$ cat src/design/pc_counter.sv
`timescale 1ns/10ps

module pc_counter (
  input  logic        clk_100mhz,
  input  logic        sys_rst,
  input  logic        step,
  input  logic        load,
  input  logic [31:0] target,
  output logic [31:0] pc
);

  always_ff @(posedge clk_100mhz) begin
    if (sys_rst) begin
      pc <= 32'd0;   // Boot address
    end else if (load) begin
      pc <= target;   // Branch or jump
    end else if (step) begin
      pc <= pc + 32'd4;
    end
  end

  // Misaligned targets would fetch the wrong word
  pc_aligned: assert property (@(posedge clk_100mhz) disable iff (sys_rst)
    pc[1:0] == 2'b00);

endmodule

$ cat config.mk
export PLATFORM = sky130hd
export DESIGN_NAME = pc_counter
export DESIGN_NICKNAME = d
export VERILOG_FILES = /design/src/design/pc_counter.sv
export SDC_FILE = /design/constraint.sdc
export NUM_CORES = 1
export LEC_CHECK = 0
export BUFFER_PORTS_ARGS = -buffer_cell sky130_fd_sc_hd__buf_2
export CAP_MARGIN = 20
export CORE_AREA = 5 5 75 77
export CTS_CLUSTER_SIZE = 14
export DETAILED_ROUTE_END_ITERATION = 10
export DIE_AREA = 0 0 80 82
export MAX_ROUTING_LAYER = met4
export PLACE_DENSITY_LB_ADDON = 0.3
export SLEW_MARGIN = 20
export SYNTH_ARGS = -nofsm -noshare
export SYNTH_HDL_FRONTEND = slang
export SYNTH_SLANG_ARGS = --single-unit
export TNS_END_PERCENT = 10
$ cat constraint.sdc
create_clock -name clk_100mhz -period 3.05 [get_ports clk_100mhz]
set_input_delay 0.1525 -clock clk_100mhz [delete_from_list [all_inputs] [get_ports clk_100mhz]]
set_output_delay 0.1525 -clock clk_100mhz [all_outputs]
set_load 0.03 [all_outputs]
; ---- Word-level counts from Yosys, hierarchy flattened
; Index checks and enable logic that the tools add are counted.
[classes]
add_sub_neg = 1
muxes = 2
n_reduce_logical = 1
[op_table]
columns = cell, count
row1 = $mux W32, 2
row2 = $add A32 B3 Y32 const B, 1
row3 = $reduce_bool A2 Y1, 1
[totals]
register_bits = 32
inputBits = 36
out_inout_bits = 32
word_cells = 5

; ---- Logic depth before layout (Yosys ltp)
[logic_depth]
ltp_word = 3
ltp_mapped = 6
mapped_depth_nobuf = 5

; ---- Worst setup path after synthesis
; No wires, ideal clock.
[synth_path]
kind = register to register
startpoint = register pc[8]
endpoint = register pc[26]
setup_ps = 118
arrival_time_ps = 1989
t_required_ps = 2932
setup_slack_ps = 944
path_stages_with_launch = 7
path_buffers = 2
period_less_slack_ps = 2106
cell_sequence = dfxtp_1 -> buf_2 -> nand4_1 -> or3_1 -> buf_2 -> or4_1 -> o2111a_1
[synth_between]
elab_chain_len = 3
[synth_rtl]
columns = item, line
row1 = from (decl), 9  ; output logic [31:0] pc
row2 = from (signal assigned), 16  ; pc <= target;
row3 = from (signal assigned), 18  ; pc <= pc + 32'd4;
row4 = $add A32 B3 Y32, 18
row5 = $mux W32, 17  ; end else if (step) begin
row6 = $mux W32, 15  ; end else if (load) begin
; No other way between the ends. The select of a mux whose other input is x is not followed.
; A chain may end at the register's enable or synchronous reset.

; ---- Final worst setup path
[layout_path]
startpoint = register pc[8]
endpoint = register pc[22]
; The elaborated chain is that of the path after synthesis.

==> impl_metrics.env <==
export IMPL_cts_tree="built"
export IMPL_yosysWarnings=0
export IMPL_seq_area_um2=641
export IMPL_grt_pass1_wl_mm=8.75
export IMPL_antenna_cells=0
export IMPL_grt_busiest_layer="met2"
export IMPL_final_cells=366
export IMPL_multi_input_area_um2=1170
export IMPL_tightestPinTransition_ns=0.681
export IMPL_worst_ep_required_time_ns=3.22
export IMPL_synth_top_family_by_area="simple AND/OR/NAND/NOR gates"
export IMPL_relSlewSlack_pct=54.5
export IMPL_use_met1_pct=21.2
export IMPL_dp_cells=358
export IMPL_cts_sinks=32
export IMPL_synth_fa_ha_area_share_pct=0.661
export IMPL_ctsHoldBuffers=0
export IMPL_post_cts_buffers=0
export IMPL_drive_gt1_share_pct=27.4
export IMPL_muxShareOfSynthArea_pct=1.59
export IMPL_cts_buffers=5
export IMPL_place_ws_ns=0.962
export IMPL_post_cts_resized=0
export IMPL_dr_total_vias=2035
export IMPL_p_leak_nw=0.942
export IMPL_top_regs="pc: 32 flops"
export IMPL_min_period_over_period_pct=69.2
export IMPL_die_y_um=82
export IMPL_num_rows=26
export IMPL_grtUsageMet2_pct=29.0
export IMPL_dp_hpwl_mm=4.11
export IMPL_drt_pass1_iter_count=4
export IMPL_synth_cell_types=44
export IMPL_grt_pass1_vias=1834
export IMPL_die_area_um2=6560
export IMPL_io_pins=68
export IMPL_antenna_found_initial=0
export IMPL_layout_nets=332
export IMPL_grt_ovfl_total=0
export IMPL_area_delta_synth_final_pct=24.7
export IMPL_die_x_um=80
export IMPL_place_area_um2=2270
export IMPL_synth_simple_gate_area_share_pct=35.7
export IMPL_mostFrequentLayoutCell="buf_2"
export IMPL_start_kind="register"
export IMPL_min_path_type="in2reg"
export IMPL_drc=0
export IMPL_grt_max_degree=31
export IMPL_largest_reg_flops=32
export IMPL_ant_nets=0
export IMPL_design_area_um2=2360
export IMPL_top_register="pc"
export IMPL_maxSlewViolCount=0
export IMPL_max_cap_violations=0
export IMPL_htreeDepth=2
export IMPL_critical_path_class="reg2reg"
export IMPL_synth_xor_area_share_pct=4.16
export IMPL_postSynthCellCount=234
export IMPL_clock_fmax_mhz=474
export IMPL_cts_buffer_depth=2
export IMPL_end_kind="register"
export IMPL_rsz0062_at_grt="false"
export IMPL_setup_viol=0
export IMPL_portBuffers=67
export IMPL_ir_worst_vdd_mv=0.179
export IMPL_ys_ff_latch=32
export IMPL_start_util_pct=38.3
export IMPL_yosysSeqAreaShare_pct=33.8
export IMPL_cp_max_fo=10
export IMPL_fill_cells=545
export IMPL_routed_wl_mm=5.65
export IMPL_tns_ns=0
export IMPL_synth_compound_area_share_pct=19.6
export IMPL_arrival_ns=2.28
export IMPL_final_cell_mix="buf_2, dfxtp_1, nor2_1"
export IMPL_period_minus_slack_ns=2.11
export IMPL_fin_util_pct=47.7
export IMPL_syn_avg_cell_area_um2=8.09
export IMPL_clock_skew_ns=0.00437
export IMPL_post_drt_wl_per_cell_um=15.4
export IMPL_hold_viol_final=0
export IMPL_place_gp_congestion=0.936
export IMPL_p_per_area_nw_per_um2=438
export IMPL_drtIter0Drc=141
export IMPL_met3_usage_pct=4.71
export IMPL_clk_pin_slew_ns=0.07
export IMPL_setup_slack_ns=0.941
export IMPL_cts_root_buf="clkbuf_8"
export IMPL_insertion_delay_ns=0.29
export IMPL_status="completed"
export IMPL_grt_usage_pct=17.7
export IMPL_vias_per_cell=5.56
export IMPL_synth_fp_nets=271
export IMPL_core_area_um2=4940
export IMPL_netlist_area_um2=1890
[synthesized netlist by cell type]
| master | count | area [um^2] |
|---|---|---|
| o311a_1 | 3 | 30.0 |
| and4b_1 | 1 | 10.0 |
| a21oi_1 | 7 | 35.0 |
| nand2b_1 | 4 | 25.0 |
| inv_1 | 6 | 22.5 |
| nor4_1 | 10 | 62.6 |
| and4_1 | 5 | 43.8 |
| clkbuf_1 | 9 | 33.8 |
| nor2_1 | 27 | 101 |
| xnor2_1 | 2 | 17.5 |
| o221ai_1 | 1 | 8.76 |
| a2111oi_2 | 1 | 15.0 |
| o21ai_0 | 4 | 20.0 |
| o31ai_1 | 3 | 22.5 |
| nor4bb_1 | 1 | 10.0 |
| a2111oi_1 | 1 | 10.0 |
| and3_1 | 3 | 18.8 |
| a211o_1 | 2 | 17.5 |
| o31a_1 | 3 | 26.3 |
| nor3_1 | 2 | 10.0 |
| xor2_1 | 7 | 61.3 |
| buf_2 | 4 | 20.0 |
| or4_1 | 3 | 22.5 |
| a31oi_1 | 1 | 6.26 |
| o2111a_1 | 3 | 33.8 |
| a2111oi_0 | 3 | 26.3 |
| nand4_1 | 17 | 106 |
| nand3_1 | 8 | 40.0 |
| mux2i_1 | 3 | 30.0 |
| nand4b_1 | 1 | 8.76 |
| a221oi_1 | 1 | 8.76 |
| ha_1 | 1 | 12.5 |
| a311oi_1 | 5 | 43.8 |
| a211oi_1 | 8 | 60.1 |
| nand2_1 | 20 | 75.1 |
| buf_1 | 2 | 7.51 |
| and2_1 | 3 | 18.8 |
| or3_1 | 7 | 43.8 |
| or3b_2 | 1 | 8.76 |
| dfxtp_1 | 32 | 641 |
| nor3b_1 | 4 | 30.0 |
| nand4_4 | 1 | 21.3 |
| or2_2 | 3 | 18.8 |
| o211ai_1 | 1 | 7.51 |
[where the power goes]
part / switching [W] / total [W] / internal [W]
clock network: 0.000161 / 0.000345 / 0.000184
registers: 0.0000435 / 0.000491 / 0.000447
logic: 0.000124 / 0.000197 / 0.0000730
[cell families after synthesis]
kind of cell               after synthesis
adders and majority gates                1
AOI/OAI and AO/OA                       47
muxes                                    3
and+or+nand+nor                        121
xor gates and xnor gates                 9
buffers and inverters                   21
DFF                                     32
[final cells by class]
cell class	count	share of cell area, %
clock buffers	8	3.82
inverters	6	0.954
multi-input cells	181	49.5
flip-flops and latches	32	27.1
well taps	70	3.71
repair buffers	69	14.8
[routing by layer]
layer  vias up  wire [um]  part of all wire [%]
met3         7        351                   6.2
met4         0         62                   1.1
met5         -          0                     0
met1       942       2570                    45
li1       1024          -                     -
met2        62       2670                    47
[stage by stage]
| stage | hold slack (ns) | power [W] |
|---|---|---|
| after global placement | 0.384 | 0.000696 |
| final | 0.0986 | 0.00103 |
| after CTS | 0.0952 | 0.00104 |
| after floorplan | 0.295 | 0.000623 |
| after detailed placement | 0.394 | 0.000698 |
| after global routing | 0.114 | 0.00109 |
[final timing paths]
kind,startpoint,end,slack (ns),depth (start not counted)
worst min-delay path,target[3],pc[3],0.1,3
worst min register to register,pc[0],pc[0],0.50,2
worst max register to register,pc[8],pc[22],0.94,4
worst max-delay path,pc[8],pc[22],0.94,4
[worst max-delay path, stage by stage, from the launching register on]
cell and delay [ns]:
dfxtp_1 0.47, nand4_1 0.28, or3_1 0.51, or3_1 0.39, a2111oi_1 0.34
Note: power is estimated with default switching activity, not from simulation.
