### src/design/core_pkg.sv
package core_pkg;

  typedef enum logic [2:0] {
    S_IDLE,        // Waiting for run, load port open
    S_FETCH,
    S_DECODE,
    S_EXECUTE,
    S_MEMORY,      // LD and ST only
    S_WRITEBACK,   // Commit handshake
    S_HALT
  } state_e;

  typedef enum logic [2:0] {
    ALU, ALU_IMM, LD, ST, BR, LUI_T, JAL_T, ILLEGAL
  } itype_e;

  typedef enum logic [2:0] {
    ADD, SUB, AND, OR, XOR, SLT
  } alu_func_e;

  typedef enum logic {
    EQ, NE
  } br_func_e;

  typedef struct packed {
    itype_e      itype;
    alu_func_e   alu_func;
    br_func_e    br_func;
    logic [4:0]  rs1;
    logic [4:0]  rs2;
    logic [4:0]  rd;
    logic [31:0] imm;   // Already sign-extended
    logic [31:0] pc;
  } uop_t;

  typedef struct packed {
    logic [31:0] result;
    logic [31:0] addr;      // Data byte address
    logic [31:0] next_pc;
    logic        taken;
  } exec_t;

  typedef struct packed {
    logic [31:0] pc;
    logic [4:0]  rd;
    logic [31:0] value;
    logic        we;
  } commit_t;

  // Instruction classes with a destination register
  function automatic logic writes_rd(itype_e itype);
    return itype inside {ALU, ALU_IMM, LD, LUI_T, JAL_T};
  endfunction

endpackage

### src/design/execute.sv
`timescale 1ns/10ps

module execute (
  input  core_pkg::uop_t  uop,
  input  logic [31:0]     rval1,
  input  logic [31:0]     rval2,
  output core_pkg::exec_t exec
);

  logic [31:0] op_b;      // Second ALU operand
  logic [31:0] alu_out;
  logic        equal;
  logic [31:0] pc_plus4;

  assign op_b     = (uop.itype == core_pkg::ALU_IMM) ? uop.imm : rval2;
  assign equal    = (rval1 == rval2);
  assign pc_plus4 = uop.pc + 32'd4;

  always_comb begin
    case (uop.alu_func)
      core_pkg::ADD: alu_out = rval1 + op_b;
      core_pkg::SUB: alu_out = rval1 - op_b;
      core_pkg::AND: alu_out = rval1 & op_b;
      core_pkg::OR:  alu_out = rval1 | op_b;
      core_pkg::XOR: alu_out = rval1 ^ op_b;
      core_pkg::SLT: alu_out = {31'd0, $signed(rval1) < $signed(op_b)};
      default:       alu_out = 32'd0;
    endcase
  end

  always_comb begin
    exec         = '0;
    exec.next_pc = pc_plus4;   // Fall-through
    case (uop.itype)
      core_pkg::ALU, core_pkg::ALU_IMM: exec.result = alu_out;
      core_pkg::LD, core_pkg::ST:       exec.addr   = rval1 + uop.imm;
      core_pkg::BR: begin
        exec.taken = (uop.br_func == core_pkg::EQ) ? equal : !equal;
        if (exec.taken) exec.next_pc = uop.pc + uop.imm;
      end
      core_pkg::JAL_T: begin
        exec.taken   = 1'b1;
        exec.next_pc = uop.pc + uop.imm;
        exec.result  = pc_plus4;   // Link value
      end
      core_pkg::LUI_T: exec.result = uop.imm;
      default:         exec.result = 32'd0;
    endcase
  end

endmodule

### config.mk
export PLATFORM = sky130hd
export DESIGN_NAME = execute
export DESIGN_NICKNAME = d
export VERILOG_FILES = /design/src/design/core_pkg.sv /design/src/design/execute.sv
export SDC_FILE = /design/constraint.sdc
export NUM_CORES = 1
export LEC_CHECK = 0
export BUFFER_PORTS_ARGS = -buffer_cell sky130_fd_sc_hd__buf_2
export CORE_MARGIN = 2
export CORE_UTILIZATION = 30
export DETAILED_ROUTE_END_ITERATION = 16
export PLACE_DENSITY = 0.56
export SLEW_MARGIN = 20
export SYNTH_ARGS = -nofsm -noshare
export SYNTH_HDL_FRONTEND = slang
export SYNTH_SLANG_ARGS = --single-unit
export TNS_END_PERCENT = 1
### constraint.sdc
create_clock -name vclk -period 11.5
set_clock_uncertainty 0.1 [all_clocks]
set_input_delay 1.725 -clock vclk [all_inputs]
set_output_delay 1.725 -clock vclk [all_outputs]
set_load 0.01 [all_outputs]
## Yosys cells after proc, flatten, opt, wreduce, memory -nomap -nowiden

Cells that the tools add are included.

- Eq/ne operators: 12
- Magnitude comparators: 1
- Bitwise logic cells: 3
- Mux-type cells: 7
- $add $sub $neg: 5
- Reductions and logical operators: 5

Operators with widths:

| cell | count |
|---|---|
| 32-bit case mux with 6 select lines | 1 |
| 32-bit adder | 3 |
| 32-bit two-way mux | 3 |
| 32-bit case mux with 3 select lines | 1 |
| 33-bit case mux with 2 select lines | 1 |
| 32-bit by 3-bit adder with 32-bit output, second input constant | 1 |
| 32-bit AND | 1 |
| 32-bit == test | 1 |
| 32-bit < comparator | 1 |
| 32-bit bitwise OR | 1 |
| 32-bit subtractor | 1 |
| 32-bit bitwise XOR | 1 |
| 3-bit == test, second input constant | 5 |
| 3-bit by 2-bit == test with 1-bit output, second input constant | 4 |
| 3-bit by 1-bit == test with 1-bit output, second input constant | 2 |
| 3-bit logical NOT | 2 |
| 2-bit OR reduction | 2 |
| 1-bit logical NOT | 1 |
| 1-bit two-way mux | 1 |

- Flip-flop bits (word level): 0
- Word-level logic and storage cells: 33
- Output and inout bits: 97
- Input bits: 150

## Longest topological paths before layout

Gate-level depths: netlist of the first run.

- Word-level depth: 5
- Mapped depth: 18
- Mapped depth without buffers: 16

## Worst setup path before layout of the first run

No wires, ideal clock.

- Kind: input port to output port
- From: in uop[84] (netlist bit)
- To: out exec[85] (netlist bit)
- Path buffers: 2
- Cell stages on the path: 16
- Arrival: 5378 ps
- Setup slack: 4297 ps
- Cells stage by stage: nor2_1 > and2_1 > clkbuf_1 > buf_1 > mux2_2 > ha_1 > fa_1 > a21o_1 > a21oi_2 > or4_4 > nand3_2 > a311o_2 > a221o_1 > xnor2_1 > a221oi_1 > o221ai_1

RTL lines:

| item | RTL line | RTL |
|---|---|---|
| start, declared | execute.sv:4 | `input core_pkg::uop_t uop,` |
| end, declared | execute.sv:7 | `output core_pkg::exec_t exec` |

==> results of run 1 <==
[critical path, cell delays in order]
cell and delay (ns):
buf_2 0.16, nor2_1 0.14, and2_1 0.25, buf_4 0.40
mux2_2 0.40, inv_1 0.08, ha_1 0.39, a21oi_1 0.21
nor2_1 0.05, nor2_1 0.19, o21ai_0 0.13, a221oi_1 0.64
a21oi_1 0.14, o31ai_1 0.54, o41ai_2 0.17, and3_1 0.19
o41a_1 0.36, buf_2 0.15
[per-layer routing]
| layer | up-vias | GRT usage |
|---|---|---|
| li1 | 6054 | - |
| met1 | 5841 | 0.328 |
| met2 | 589 | 0.404 |
| met3 | 79 | 0.0381 |
| met4 | 8 | 0.0775 |
| met5 | - | 0 |
[final cells by class]
cell class	count	area (um^2)
repair buffers	245	1260
diodes	8	20.0
fillers	3878	22400
well taps	455	569
multi-input cells	1376	9690
inverters	115	432
[metrics by stage]
stage	utilization	std cells
after global routing	0.348	2194
after floorplan	-	1567
after CTS	0.348	2191
final	0.348	2199
after global placement	0.348	2191
after detailed placement	0.348	2191
[cell usage in the layout (no fill, tap or decap), types with 14 or more instances in the layout]
cell,instances
xnor2_1,97
mux2i_1,16
o21ai_0,88
mux2_2,39
a21o_1,45
nor2_1,171
ha_1,166
a31oi_1,18
buf_2,232
o21bai_1,22
nand4_1,22
o211ai_1,17
and3_1,16
nor3_1,39
o31ai_1,14
nand2_1,109
inv_1,112
a21oi_1,169
nand2b_1,14
xor2_1,35
nand3_1,53
[how the worst max path moves through the flow]
| stage | end | slack, ns | cells past startpoint |
|---|---|---|---|
| after floorplan | exec[85] | 4.30 | 16 |
| after global placement | exec[96] | 3.48 | 18 |
| after detailed placement | exec[96] | 3.41 | 18 |
| after CTS | exec[96] | 3.39 | 18 |
| after global routing | exec[96] | 3.02 | 18 |
| final | exec[96] | 3.31 | 18 |
[logic make-up (layout without fill, tap and decap cells)]
group | after synthesis | in the layout | share of synthesized area
AO/OA/AOI/OAI | 525 | 525 | 0.329
AND/OR/NAND/NOR | 494 | 494 | 0.224
buffers and inverters | 191 | 360 | 0.0719
adder cells (fa/ha/maj) | 170 | 170 | 0.207
XOR/XNOR | 132 | 132 | 0.111
multiplexers | 55 | 55 | 0.0575
other | 0 | 8 | 0
==> run metrics, run 1 <==
area share of the largest cell type after synthesis 0.199; vias per cell 5.72; Yosys cell types 82; Die H 190 um; highest clock rate 122 MHz; Initial Util 0.303; # IOs 247; pre-CTS setup slack 3.41 ns; DR pass1 iterations 5; Hold Worst Slack 3.65 ns; leading post-synthesis cells by cell area ha_1, xnor2_1, a21oi_1; cts hold-fix bufs 0; routed vias 12600; antenna violations before repair 10; Setup Viol. Count Final 0; Placer Congestion 0.971; highest routing layer actually used met5; Post-CTS Resized 0; input/output buffers 232; Worst Hold Class in -> out; YS warnings 0; instance area at placement 0.0120 mm^2; pin count of the biggest net entering global routing 50; first-pass GRT wire length 69300 um; Crit Path Class in -> out; Startpoint Class input port; Routed wire per std cell 21.2 um; Net Count, Synth 1887; top-count cell post-synth nor2_1; DRC 0; register area 0 um^2; GRT overflow 0; Critical Path End Type primary output; Commonest cells post-synth nor2_1, a21oi_1, ha_1, inv_1, nand2_1; Hold Path Stages 3; die footprint 0.0363 mm^2; met3 WL post-DR 4310 um; Final period util 0.712; final instance area 0.0120 mm^2; setup ws final 3.31 ns; Synth Cell Area 0.0104 mm^2; initial DRC count 1178; core area 0.0344 mm^2; Post-DP HPWL 39100 um; post-route antenna net violation count 0; critical-path maximum fanout 29; Hold Startpoint uop[31]; # rows 68; Sum Neg Setup Slack 0 ns; fin crit period 8.19 ns; syn_area_per_cell 6.65 um^2; Arr. time, crit path 6.36 ns; Metal-1 WL 20000 um; vias in the first global route 11900; share of the yosys chip area belonging to registers 0; final WL 46700 um; layout cells sized above 1 0.177; Final Hold Fails 0; measured slew at the worst slew-check pin 0.992 ns; Horiz. Die Dim 190 um; dominant cell type by area after synthesis ha_1; Post-Synthesis Cells 1567; Layout area overhead 14.8%; slew margin rel. 0.337; Post-CTS Setup Repair Bufs 0; Met2 Routed Length 20800 um; status finished, final reports clean; Post-layout nets 2058; total track usage 0.246; clkbuf count 0; Max Cap Violations 0; hold path endpoint exec[32]; CP Data Required Time 9.68 ns; max-slew violation count 0; Seq cells 0; RSZ-0062 raised after global routing false; Critical Path Source uop[84]
==> run 2: changes to the inputs <==
- ABC_AREA: not set -> 1
- clock period: 11.5 -> 6.75 ns (I/O delays scaled with it)
==> run metrics, run 2 <==
status finished, final reports clean; Final Hold Fails 0 (unchanged); Horiz. Die Dim 214 um (+12%); Max Cap Violations 0 (unchanged); leading post-synthesis cells by cell area nand2_1, ha_1, inv_1; Seq cells 0 (unchanged); Startpoint Class input port; critical-path maximum fanout 39 (+34%); cell at the slowest stage of the critical path ha_1; most frequent cells in the layout nand2_1, inv_1, buf_2; routed vias 17200 (+37%); Sum Neg Setup Slack 0 ns (unchanged); Yosys cell types 48 (-41%); crit-path most repeated cell nand2_1; YS warnings 0 (unchanged); Leakage 0.00862 uW; Die H 214 um (+12%); part of the power in registers 0; area share of the largest cell type after synthesis 0.241 (+0.0417); # rows 76 (+12%); Post-DP HPWL 53700 um (+37%); area occupied by multi-input gates 0.0110 mm^2 (+13%); Critical Path End Type primary output; Placer Congestion 1.00 (+3.2%); crit path cell chain buf_2 > nor2_2 > nand2_2 > buf_4 > o21ai_0 > inv_1 > ha_1 > nor2_1 > nand2_1 > nor2_1 > and2_1 > nand2_1 > nand3_1 > nand3_1 > nand3_1 > nand2_1 > nand2_1 > buf_2; highest clock rate 177 MHz; P per Cell Area 88.8 mW/mm^2; total track usage 0.263 (+0.0173); Final period util 0.836; Synth Cell Area 0.0132 mm^2 (+27%); commonest non-fill, non-tap cell in the layout nand2_1; Fill cells 5172 (+33%); # IOs 247 (unchanged); CP max stage delay 0.49 ns (-0.15 ns); vias per cell 5.09 (-11%); internal cell power 415 uW; first-pass GRT wire length 92000 um (+33%); cts hold-fix bufs 0 (unchanged); Post-CTS Setup Repair Bufs 0 (unchanged); input/output buffers 232 (unchanged); VDD IR max 39.1 uV; top-count cell post-synth nand2_1; switching share of total power 0.685; Clock power frac 0; clkbuf count 0 (unchanged); antenna violations before repair 5 (-5); worst path bufs/invs 4 (unchanged); Hold Worst Slack 2.27 ns (-1.37 ns); fin crit period 5.65 ns; share of the yosys chip area belonging to registers 0 (unchanged); Post-layout nets 3111 (+51%); Post-Layout Cell Count 3377 (+54%); Post-CTS Resized 0 (unchanged); max-slew violation count 0 (unchanged); Worst Hold Class in -> out; initial DRC count 1226 (+4.1%); cell family with the largest share of critical-path delay simple AND/OR/NAND/NOR gates; Arr. time, crit path 4.53 ns (-1.83 ns); DRC 0 (unchanged); Layout area overhead 12.4%; vias in the first global route 16500 (+38%); final WL 61400 um (+32%); layout cells sized above 1 0.107 (-0.0706); Post-Synthesis Cells 2613 (+67%); P_sw 903 uW; Power Total 1320 uW; core area 0.0433 mm^2 (+26%); Setup Viol. Count Final 0 (unchanged); Commonest cells post-synth nand2_1, inv_1, nor2_1, nand3_1, ha_1; pin count of the biggest net entering global routing 49 (-2.0%); Final Util 0.343 (-0.00511); Initial Util 0.305 (+0.00203); post-route antenna net violation count 0 (unchanged); GRT overflow 0 (unchanged); Comb power frac 1.000; DR pass1 iterations 6 (+1); register area 0 um^2 (unchanged); Routed wire per std cell 18.2 um (-14%); Net Count, Synth 2933 (+55%); slew margin rel. 0.429 (+0.0919); dominant cell type by area after synthesis nand2_1; die footprint 0.0457 mm^2 (+26%); Placed Cells 3374 (+54%); measured slew at the worst slew-check pin 0.854 ns (-0.137 ns); Crit Path Class in -> out; syn_area_per_cell 5.06 um^2 (-24%); CP Data Required Time 5.64 ns (-4.04 ns); RSZ-0062 raised after global routing false
[run 2: cell types whose count changed in the layout (fill, tap and decap cells not counted), moves of 39 or more]
cell     delta
mux2_2     -39
nand3_1   +135
inv_1     +373
nor2_1     +50
a21o_1     -39
xnor2_1    -73
nand2_1   +738
[run 2: cell type report]
type	instances	area share
repair buffers	239	0.0817
well taps	585	0.0493
multi-input cells	2045	0.741
diodes	3	0.000506
inverters	505	0.128
[run 2: kinds of logic after synthesis]
group	count (synthesis)	synth area share
AOI/OAI and AO/OA	391	0.165
adders and majority gates	170	0.163
buffers and inverters	568	0.168
and+or+nand+nor	1416	0.459
xor gates and xnor gates	68	0.0451
[run 2: per-stage QoR]
stage / area, um^2 / worst slack [ns]
finish: 14800 / 1.10
global route: 14800 / 0.778
CTS: 14800 / 1.17
detailed placement: 14800 / 1.16
global placement: 14800 / 1.19
floorplan: 13200 / 2.11
[run 2: routing by layer]
layer  vias to the layer above  GRT usage  part of all wire
met5                         -          0           0.00015
met4                         2      0.134             0.059
met1                      7727      0.317              0.41
li1                       8660          -                 -
met2                       661      0.465              0.47
met3                       149     0.0242             0.067
[run 2: worst paths after layout]
kind	from	endpoint	slack [ns]	cells past startpoint
setup / recovery	uop[84]	exec[93]	1.10	18
hold / removal	uop[0]	exec[1]	2.27	4
[run 2: power groups by stage]
stage	Sequential (uW)	Combinational [uW]	Clock, uW
2_1_floorplan	0	852	0
3_3_place_gp	0	1290	0
3_5_place_dp	0	1290	0
4_1_cts	0	1300	0
5_1_grt	0	1460	0
6_report	0	1320	0.0000596
(Power assumes the default switching activity.)
