**src/design/core_pkg.sv**
```systemverilog
package core_pkg;

  typedef enum logic [2:0] {
    S_IDLE,        // Waiting for run, load port open
    S_FETCH,
    S_DECODE,
    S_EXECUTE,
    S_MEMORY,      // LD and ST only
    S_WRITEBACK,   // Commit handshake
    S_HALT
  } state_e;

  typedef enum logic [2:0] {
    ALU, ALU_IMM, LD, ST, BR, LUI_T, JAL_T, ILLEGAL
  } itype_e;

  typedef enum logic [2:0] {
    ADD, SUB, AND, OR, XOR, SLT
  } alu_func_e;

  typedef enum logic {
    EQ, NE
  } br_func_e;

  typedef struct packed {
    itype_e      itype;
    alu_func_e   alu_func;
    br_func_e    br_func;
    logic [4:0]  rs1;
    logic [4:0]  rs2;
    logic [4:0]  rd;
    logic [31:0] imm;   // Already sign-extended
    logic [31:0] pc;
  } uop_t;

  typedef struct packed {
    logic [31:0] result;
    logic [31:0] addr;      // Data byte address
    logic [31:0] next_pc;
    logic        taken;
  } exec_t;

  typedef struct packed {
    logic [31:0] pc;
    logic [4:0]  rd;
    logic [31:0] value;
    logic        we;
  } commit_t;

  // Instruction classes with a destination register
  function automatic logic writes_rd(itype_e itype);
    return itype inside {ALU, ALU_IMM, LD, LUI_T, JAL_T};
  endfunction

endpackage

```
**src/design/isa_pkg.sv**
```systemverilog
package isa_pkg;

  typedef enum logic [6:0] {
    OP     = 7'b0110011,   // Register-register ALU
    OP_IMM = 7'b0010011,   // Register-immediate ALU
    LOAD   = 7'b0000011,
    STORE  = 7'b0100011,
    BRANCH = 7'b1100011,
    LUI    = 7'b0110111,
    JAL    = 7'b1101111
  } opcode_e;

  localparam logic [2:0] F3_ADD_SUB = 3'b000;   // Also ADDI
  localparam logic [2:0] F3_SLT     = 3'b010;
  localparam logic [2:0] F3_XOR     = 3'b100;
  localparam logic [2:0] F3_OR      = 3'b110;
  localparam logic [2:0] F3_AND     = 3'b111;
  localparam logic [2:0] F3_LW      = 3'b010;   // Word only
  localparam logic [2:0] F3_SW      = 3'b010;
  localparam logic [2:0] F3_BEQ     = 3'b000;
  localparam logic [2:0] F3_BNE     = 3'b001;

  localparam logic [6:0] FUNCT7_SUB = 7'b0100000;

  typedef struct packed {
    logic [6:0] funct7;
    logic [4:0] rs2;
    logic [4:0] rs1;
    logic [2:0] funct3;
    logic [4:0] rd;
    logic [6:0] opcode;
  } r_fmt_t;

  typedef struct packed {
    logic [11:0] imm;
    logic [4:0]  rs1;
    logic [2:0]  funct3;
    logic [4:0]  rd;
    logic [6:0]  opcode;
  } i_fmt_t;

  typedef struct packed {
    logic [6:0] imm_hi;   // imm[11:5]
    logic [4:0] rs2;
    logic [4:0] rs1;
    logic [2:0] funct3;
    logic [4:0] imm_lo;   // imm[4:0]
    logic [6:0] opcode;
  } s_fmt_t;

  typedef struct packed {
    logic       imm12;
    logic [5:0] imm10_5;
    logic [4:0] rs2;
    logic [4:0] rs1;
    logic [2:0] funct3;
    logic [3:0] imm4_1;
    logic       imm11;
    logic [6:0] opcode;
  } b_fmt_t;

  typedef struct packed {
    logic [19:0] imm;   // imm[31:12]
    logic [4:0]  rd;
    logic [6:0]  opcode;
  } u_fmt_t;

  typedef struct packed {
    logic       imm20;
    logic [9:0] imm10_1;
    logic       imm11;
    logic [7:0] imm19_12;
    logic [4:0] rd;
    logic [6:0] opcode;
  } j_fmt_t;

  // One instruction word, six views
  typedef union packed {
    r_fmt_t r_fmt;
    i_fmt_t i_fmt;
    s_fmt_t s_fmt;
    b_fmt_t b_fmt;
    u_fmt_t u_fmt;
    j_fmt_t j_fmt;
  } instr_t;

endpackage
```
**src/design/decode.sv**
```systemverilog
`timescale 1ns/10ps

module decode (
  input  isa_pkg::instr_t instr,
  input  logic [31:0]     pc,
  output core_pkg::uop_t  uop
);

  always_comb begin
    uop          = '0;
    uop.itype    = core_pkg::ILLEGAL;   // Unless a case below matches
    uop.alu_func = core_pkg::ADD;
    uop.br_func  = core_pkg::EQ;
    uop.pc       = pc;
    case (instr.r_fmt.opcode)
      isa_pkg::OP: begin
        uop.rs1 = instr.r_fmt.rs1;
        uop.rs2 = instr.r_fmt.rs2;
        uop.rd  = instr.r_fmt.rd;
        if (instr.r_fmt.funct7 == isa_pkg::FUNCT7_SUB) begin
          if (instr.r_fmt.funct3 == isa_pkg::F3_ADD_SUB) begin
            uop.itype    = core_pkg::ALU;
            uop.alu_func = core_pkg::SUB;
          end
        end else if (instr.r_fmt.funct7 == 7'd0) begin
          uop.itype = core_pkg::ALU;
          case (instr.r_fmt.funct3)
            isa_pkg::F3_ADD_SUB: uop.alu_func = core_pkg::ADD;
            isa_pkg::F3_SLT:     uop.alu_func = core_pkg::SLT;
            isa_pkg::F3_XOR:     uop.alu_func = core_pkg::XOR;
            isa_pkg::F3_OR:      uop.alu_func = core_pkg::OR;
            isa_pkg::F3_AND:     uop.alu_func = core_pkg::AND;
            default:             uop.itype    = core_pkg::ILLEGAL;   // Shifts, SLTU
          endcase
        end
      end
      isa_pkg::OP_IMM, isa_pkg::LOAD: begin
        uop.rs1 = instr.i_fmt.rs1;
        uop.rd  = instr.i_fmt.rd;
        uop.imm = {{20{instr.i_fmt.imm[11]}}, instr.i_fmt.imm};
        if (instr.i_fmt.opcode == isa_pkg::OP_IMM) begin
          if (instr.i_fmt.funct3 == isa_pkg::F3_ADD_SUB) uop.itype = core_pkg::ALU_IMM;  // ADDI
        end else if (instr.i_fmt.funct3 == isa_pkg::F3_LW) begin
          uop.itype = core_pkg::LD;
        end
      end
      isa_pkg::STORE: begin
        uop.rs1 = instr.s_fmt.rs1;
        uop.rs2 = instr.s_fmt.rs2;
        uop.imm = {{20{instr.s_fmt.imm_hi[6]}}, instr.s_fmt.imm_hi, instr.s_fmt.imm_lo};
        if (instr.s_fmt.funct3 == isa_pkg::F3_SW) uop.itype = core_pkg::ST;
      end
      isa_pkg::BRANCH: begin
        uop.rs1 = instr.b_fmt.rs1;
        uop.rs2 = instr.b_fmt.rs2;
        uop.imm = {{19{instr.b_fmt.imm12}}, instr.b_fmt.imm12, instr.b_fmt.imm11,
                   instr.b_fmt.imm10_5, instr.b_fmt.imm4_1, 1'b0};   // Halfword offset
        if (instr.b_fmt.funct3 == isa_pkg::F3_BEQ) begin
          uop.itype   = core_pkg::BR;
          uop.br_func = core_pkg::EQ;
        end else if (instr.b_fmt.funct3 == isa_pkg::F3_BNE) begin
          uop.itype   = core_pkg::BR;
          uop.br_func = core_pkg::NE;
        end
      end
      isa_pkg::LUI: begin
        uop.itype = core_pkg::LUI_T;
        uop.rd    = instr.u_fmt.rd;
        uop.imm   = {instr.u_fmt.imm, 12'd0};
      end
      isa_pkg::JAL: begin
        uop.itype = core_pkg::JAL_T;
        uop.rd    = instr.j_fmt.rd;
        uop.imm   = {{11{instr.j_fmt.imm20}}, instr.j_fmt.imm20, instr.j_fmt.imm19_12,
                     instr.j_fmt.imm11, instr.j_fmt.imm10_1, 1'b0};
      end
      default: uop.itype = core_pkg::ILLEGAL;   // All-zero word lands here
    endcase
  end

endmodule

```
**config.mk**
```make
export PLATFORM = sky130hd
export DESIGN_NAME = decode
export DESIGN_NICKNAME = d
export VERILOG_FILES = /design/src/design/core_pkg.sv /design/src/design/isa_pkg.sv /design/src/design/decode.sv
export SDC_FILE = /design/constraint.sdc
export NUM_CORES = 1
export LEC_CHECK = 0
export BUFFER_PORTS_ARGS = -buffer_cell sky130_fd_sc_hd__buf_4
export CAP_MARGIN = 15
export CORE_MARGIN = 2
export CORE_UTILIZATION = 35
export DETAILED_ROUTE_END_ITERATION = 7
export GPL_ROUTABILITY_DRIVEN = 0
export PLACE_DENSITY = 0.95
export SYNTH_ARGS = -nofsm -noshare
export SYNTH_HDL_FRONTEND = slang
export SYNTH_SLANG_ARGS = --single-unit
```
**constraint.sdc**
```tcl
create_clock -name vclk -period 3.5
set_clock_uncertainty 0.1 [all_clocks]
set_input_delay 0.875 -clock vclk [all_inputs]
set_output_delay 0.875 -clock vclk [all_outputs]
set_load 0.02 [all_outputs]
```
# Word level (Yosys, flattened, before mapping)

Index checks and enable logic that the tools add are counted.

Register bits after elaboration: 0
Input bits: 64
Output and inout port bits: 86
Logic and storage cells: 40

Equal/unequal tests: 13
Mux-type cells: 20
Reduce and logical (&&, ||, !) cells: 7

Operators by type and width:

| cell                 | count |
|---|---|
| $pmux W32 S5         | 1 |
| $eq A7 B6 Y1 const B | 4 |
| $mux W3              | 7 |
| $mux W6              | 3 |
| $pmux W3 S6          | 1 |
| $mux W5              | 3 |
| $reduce_or A5 Y1     | 3 |
| $eq A7 B7 Y1 const B | 2 |
| $pmux W3 S4          | 1 |
| $eq A3 B3 Y1 const B | 3 |
| $eq A7 B2 Y1 const B | 1 |
| $eq A7 B5 Y1 const B | 1 |
| $logic_not A7 Y1     | 1 |
| $eq A3 B1 Y1 const B | 1 |
| $eq A3 B2 Y1 const B | 1 |
| $logic_not A3 Y1     | 1 |
| $mux W1              | 3 |
| $reduce_or A3 Y1     | 1 |
| $mux W2              | 1 |
| $reduce_or A2 Y1     | 1 |

# Depth between registers and ports, before layout

Gate-level depths: netlist of run 1.

Depth in word-level cells: 6
Gate-level depth with buffers: 6
Depth with buffers taken out: 4

# Least setup slack after synthesis of run 1

OpenSTA, ideal clock, no wires.

Path kind: input-to-output
Start: input port instr[29] in the netlist's numbering
End: output port uop[82] in the netlist's numbering
Data arrival time: 2.398 ns
Required time: 2.525 ns
Setup slack: 0.127 ns
Stages: 4
Path buffers: 0
Cells stage by stage: or4_4 -> nor3_4 -> nand4_1 -> nor4_1

RTL lines:

| what               | line        | text |
|---|---|---|
| start: declaration | decode.sv:4 | `input isa_pkg::instr_t instr,` |
| end: declaration   | decode.sv:6 | `output core_pkg::uop_t uop` |

==> results.txt, run 1 <==
synthesized area - 1070 um^2
yosys warns - 0
critical path required time - 2.52 ns
hold path startpoint - pc[17]
critical path launch point type - input pin
LEAKAGE - 0.8872 nW
Post-Layout Cell Count - 237
Post-CTS Setup Inserts - 0
Tmin final - 3.310 ns
crit-path max FO - 3
Fin. Hold Viols - 0
Synth area leader - buf_4
WL final - 3317 um
Netlist cell types - 40
layout cells sized above 1 - 0.5000
Post-Syn Area per Cell - 6.992 um^2
Peak VDD IR - 0.03280 mV
post-cts sizing count - 0
GRT Util Overall - 0.1750
register area - 0 um^2
Core Area - 2978 um^2
ranking of synthesized cells by area - buf_4, a21o_1, and2_1
Crit-path slowest cell - or4_4
hold path cells - 0
pin count of the biggest net entering global routing - 18
WP data arrival - 2.34 ns
post-synth top area share - 0.2456
Pwr per Cell Area - 69.27 nW/um^2
setup TNS - 0 ns
worst rel slew slack - 0.6150
initial antenna violation count - 0
cell count after synthesis - 153
drc violations - 0
Via Count - 1290
Starting Density - 0.3592
Rows - 20
port buffer count - 86
final max-slew violation count - 0
first-pass iteration count of the detailed router - 4
total gr overflow - 0
worst hold path class - in -> out
CP endpoint kind - output port
die footprint - 3515 um^2
post-route cell area - 1496 um^2
Tcrit/Tclk final - 0.9457
Die Ht - 59.29 um
vias in the first global route - 1103
first-pass GRT wire length - 5023 um
multi-input logic area - 753.2 um^2
Critical Path, Cell by Cell - buf_4 -> or4_4 -> nor3_4 -> a31oi_1 -> a2111o_1 -> buf_4
Worst path most repeated cell - buf_4
run status - finished, final reports clean
Final ANT Viol Nets - 0
post-synth net total - 217
Avg Vias per Cell - 5.443
final setup fails - 0
FMAX - 302.1 MHz
I/O pins - 150
worst-margin pin slew - 0.5726 ns
sequential element share of the synthesized area - 0
dpl cell area - 1496 um^2
CTS Hold Bufs - 0
Max Cap Viol - 0
drt wl/cell - 14.00 um
die width - 59.29 um
RSZ-0062 raised after global routing - false
# nets final - 270
Hold Crit Endpoint - uop[17]
sequential cell count - 0
initial drt markers - 55
total power - 103.7 uW
# clk buffers - 0
diodes inserted - 0
Worst path max stage delay - 0.54 ns
dpl hpwl - 2776 um
fillers - 291
synth-to-layout area growth - 39.88%
crit path kind - in -> out
Inst Count DP - 237
## per-stage QoR
step           utilization  worst slack (ns)  hold slack, ns
3_5_place_dp        0.5025            0.1864           1.650
4_1_cts             0.5025            0.1830           1.650
5_1_grt             0.5025           0.06947           1.650
6_report            0.5025            0.1899           1.650
3_3_place_gp        0.5025            0.2067           1.650
2_1_floorplan            -            0.1265           1.736
## final cells by class
cell class	count	share of cell area
tap	33	0.02759
inverter	3	0.007525
multi-input combinational	109	0.5033
timing repair buffer	92	0.4615
## worst max-delay path, delay by kind of cell
kind	cells	cell delay [ns]
buf+inv	2	0.27
simple gates	2	0.69
compound gates	2	0.48
## kinds of logic (layout without fill, tap and decap cells)
kind of cell,after synthesis,in the layout,synth area share
compound gates,47,47,0.3392
xor+xnor,1,1,0.008189
buf+inv,44,95,0.3017
mux,1,1,0.009357
simple gates,60,60,0.3415
## layer usage
layer / GRT usage / routed length [um] / share of wire / vias to the layer above
met3: 0.03057 / 388 / 0.12 / 8
met4: 0.01299 / 21 / 0.0063 / 0
li1: - / - / - / 620
met2: 0.3203 / 1643 / 0.50 / 89
met5: 0 / 0 / 0 / -
met1: 0.2205 / 1264 / 0.38 / 573
## cell usage in the layout, fill, tap and decap left out, drive strengths merged, types with 2 or more instances in the layout
cell and count:
nand2 6, a21oi 4, a211oi 2, a21o 20, nor2 7, o21a 5
a22o 4, a22oi 2, or2 4, nand3b 2, buf 92, and2 21
nor4 2, a2111o 2, nand4 3, o21ai 2, nand3 2, inv 3
nor3 7
## power breakdown
part / internal (mW) / switching, mW / leakage [nW]
registers: 0 / 0 / 0
logic: 0.0501 / 0.0536 / 0.887
clock network: 0 / 0 / 0
total: 0.0501 / 0.0536 / 0.887
## worst max-delay path by stage
stage / to / cells after the start / from
floorplan: uop[82] / 4 / instr[29]
global placement: uop[85] / 6 / instr[29]
detailed placement: uop[85] / 6 / instr[29]
CTS: uop[69] / 6 / instr[2]
global route: uop[85] / 6 / instr[29]
finish: uop[85] / 6 / instr[29]
## cells in the mapped netlist, drive strengths merged
library cell / n
buf: 38
and2: 21
a21o: 20
nor2: 7
nor3: 7
nand2: 6
o21a: 5
a21oi: 4
a22o: 4
or2: 4
clkbuf: 3
inv: 3
nand4: 3
a2111o: 2
a211oi: 2
a22oi: 2
nand3: 2
nand3b: 2
nor4: 2
o21ai: 2
a211o: 1
a2bb2oi: 1
a31oi: 1
and4: 1
mux2i: 1
nand2b: 1
nand4bb: 1
o211ai: 1
o31ai: 1
o32ai: 1
or3: 1
or3b: 1
or4: 1
xnor2: 1
Power figures use the tool's default switching activity.
==> inputs of run 2 (changes only) <==
==> constraint.sdc (replaced) <==
create_clock -name vclk -period 4.1
set_clock_uncertainty 0.1 [all_clocks]
set_input_delay 1.025 -clock vclk [all_inputs]
set_output_delay 1.025 -clock vclk [all_outputs]
set_load 0.02 [all_outputs]
==> run 2 against run 1 <==
Against the previous run: via count shrank 0.16%; setup slack gained 0.029 ns; critical path depth is the same; combinational power shrank 15%; sequential share of layout area is the same; wire length grew 1.9%; first-iteration DRC count shrank 62%; critical path type unchanged; largest power group unchanged.
==> results.txt, run 2 (synthesis results as in run 1) <==
Tcrit/Tclk final - 0.9467
Via Count - 1288
Post-CTS Setup Inserts - 0
run status - finished, final reports clean
Core Area - 2978 um^2
Max Cap Viol - 0
dpl hpwl - 2789 um
die footprint - 3515 um^2
port buffer count - 86
Pwr per Cell Area - 60.24 nW/um^2
setup TNS - 0 ns
WP data arrival - 2.76 ns
drt wl/cell - 14.50 um
Rows - 20
vias in the first global route - 1110
crit-path max FO - 11
WL final - 3379 um
first-pass iteration count of the detailed router - 4
worst hold path class - in -> out
worst-margin pin slew - 0.5773 ns
drc violations - 0
synth-to-layout area growth - 37.08%
worst rel slew slack - 0.6119
CP endpoint kind - output port
critical path launch point type - input pin
Die Ht - 59.29 um
initial antenna violation count - 0
most common cell after layout, fill and taps aside - buf_4
CTS Hold Bufs - 0
diodes inserted - 0
FMAX - 257.6 MHz
hold slack - 1.950 ns
Final ANT Viol Nets - 0
post-cts sizing count - 0
layout cells sized above 1 - 0.4900
Starting Density - 0.3592
total gr overflow - 0
register area - 0 um^2
Peak VDD IR - 0.02420 mV
I/O pins - 150
Avg Vias per Cell - 5.528
crit path kind - in -> out
# clk buffers - 0
first-pass GRT wire length - 4974 um
GRT Util Overall - 0.1751
commonest cells after routing, fill and taps aside - buf_4, and2_1, a21o_1, nor2_1, nand2_1
final max-slew violation count - 0
initial drt markers - 21
die width - 59.29 um
pin count of the biggest net entering global routing - 18
critical path required time - 2.97 ns
LEAKAGE - 0.8667 nW
Fin. Hold Viols - 0
# nets final - 266
final setup fails - 0
RSZ-0062 raised after global routing - false
sequential cell count - 0
Tmin final - 3.881 ns
-- run 2: cell types whose count changed in the layout (fill, tap and decap cells not counted) --
cell	change
buf_4	-4
-- run 2: cell type report --
class                           instances  area [um^2]
Tap cell                               33        41.29
Timing Repair Buffer                   88        660.6
Fill cell                             293         1511
Inverter                                3        11.26
Multi-Input combinational cell        109        753.2
-- run 2: worst paths after layout --
path,from,end,depth (start not counted)
worst max-delay path,instr[2],uop[60],6
worst min-delay path,pc[17],uop[17],0
-- run 2: per-stage QoR --
| step | util | cell area [um^2] | setup WS (ns) | instances | total power [mW] |
|---|---|---|---|---|---|
| after CTS | 0.4924 | 1466 | 0.2474 | 233 | 0.08833 |
| after floorplan | - | 1070 | 0.4265 | 153 | 0.08887 |
| after global placement | 0.4924 | 1466 | 0.3920 | 233 | 0.08629 |
| after detailed placement | 0.4924 | 1466 | 0.2308 | 233 | 0.08811 |
| after global routing | 0.4924 | 1466 | 0.1404 | 233 | 0.09560 |
| final | 0.4924 | 1466 | 0.2186 | 233 | 0.08834 |
-- run 2: metal layers --
layer  global-route usage  vias to the layer above  wire (um)
li1                     -                      606          -
met4              0.02922                        0         36
met2               0.3297                       90       1680
met3              0.04367                       10        396
met5                    0                        -          0
met1               0.1984                      582       1266
-- run 2: critical path, cell delays in order --
cell       delay, ns
buf_4           0.13
nand4bb_1       0.46
nor3_2          0.42
o21a_1          0.43
a21o_1          0.14
buf_4           0.14
-- run 2: power breakdown --
part	internal (mW)	total (mW)	switching, mW
Combinational	0.0420	0.0883	0.0463
Clock	0	0	0
Sequential	0	0	0
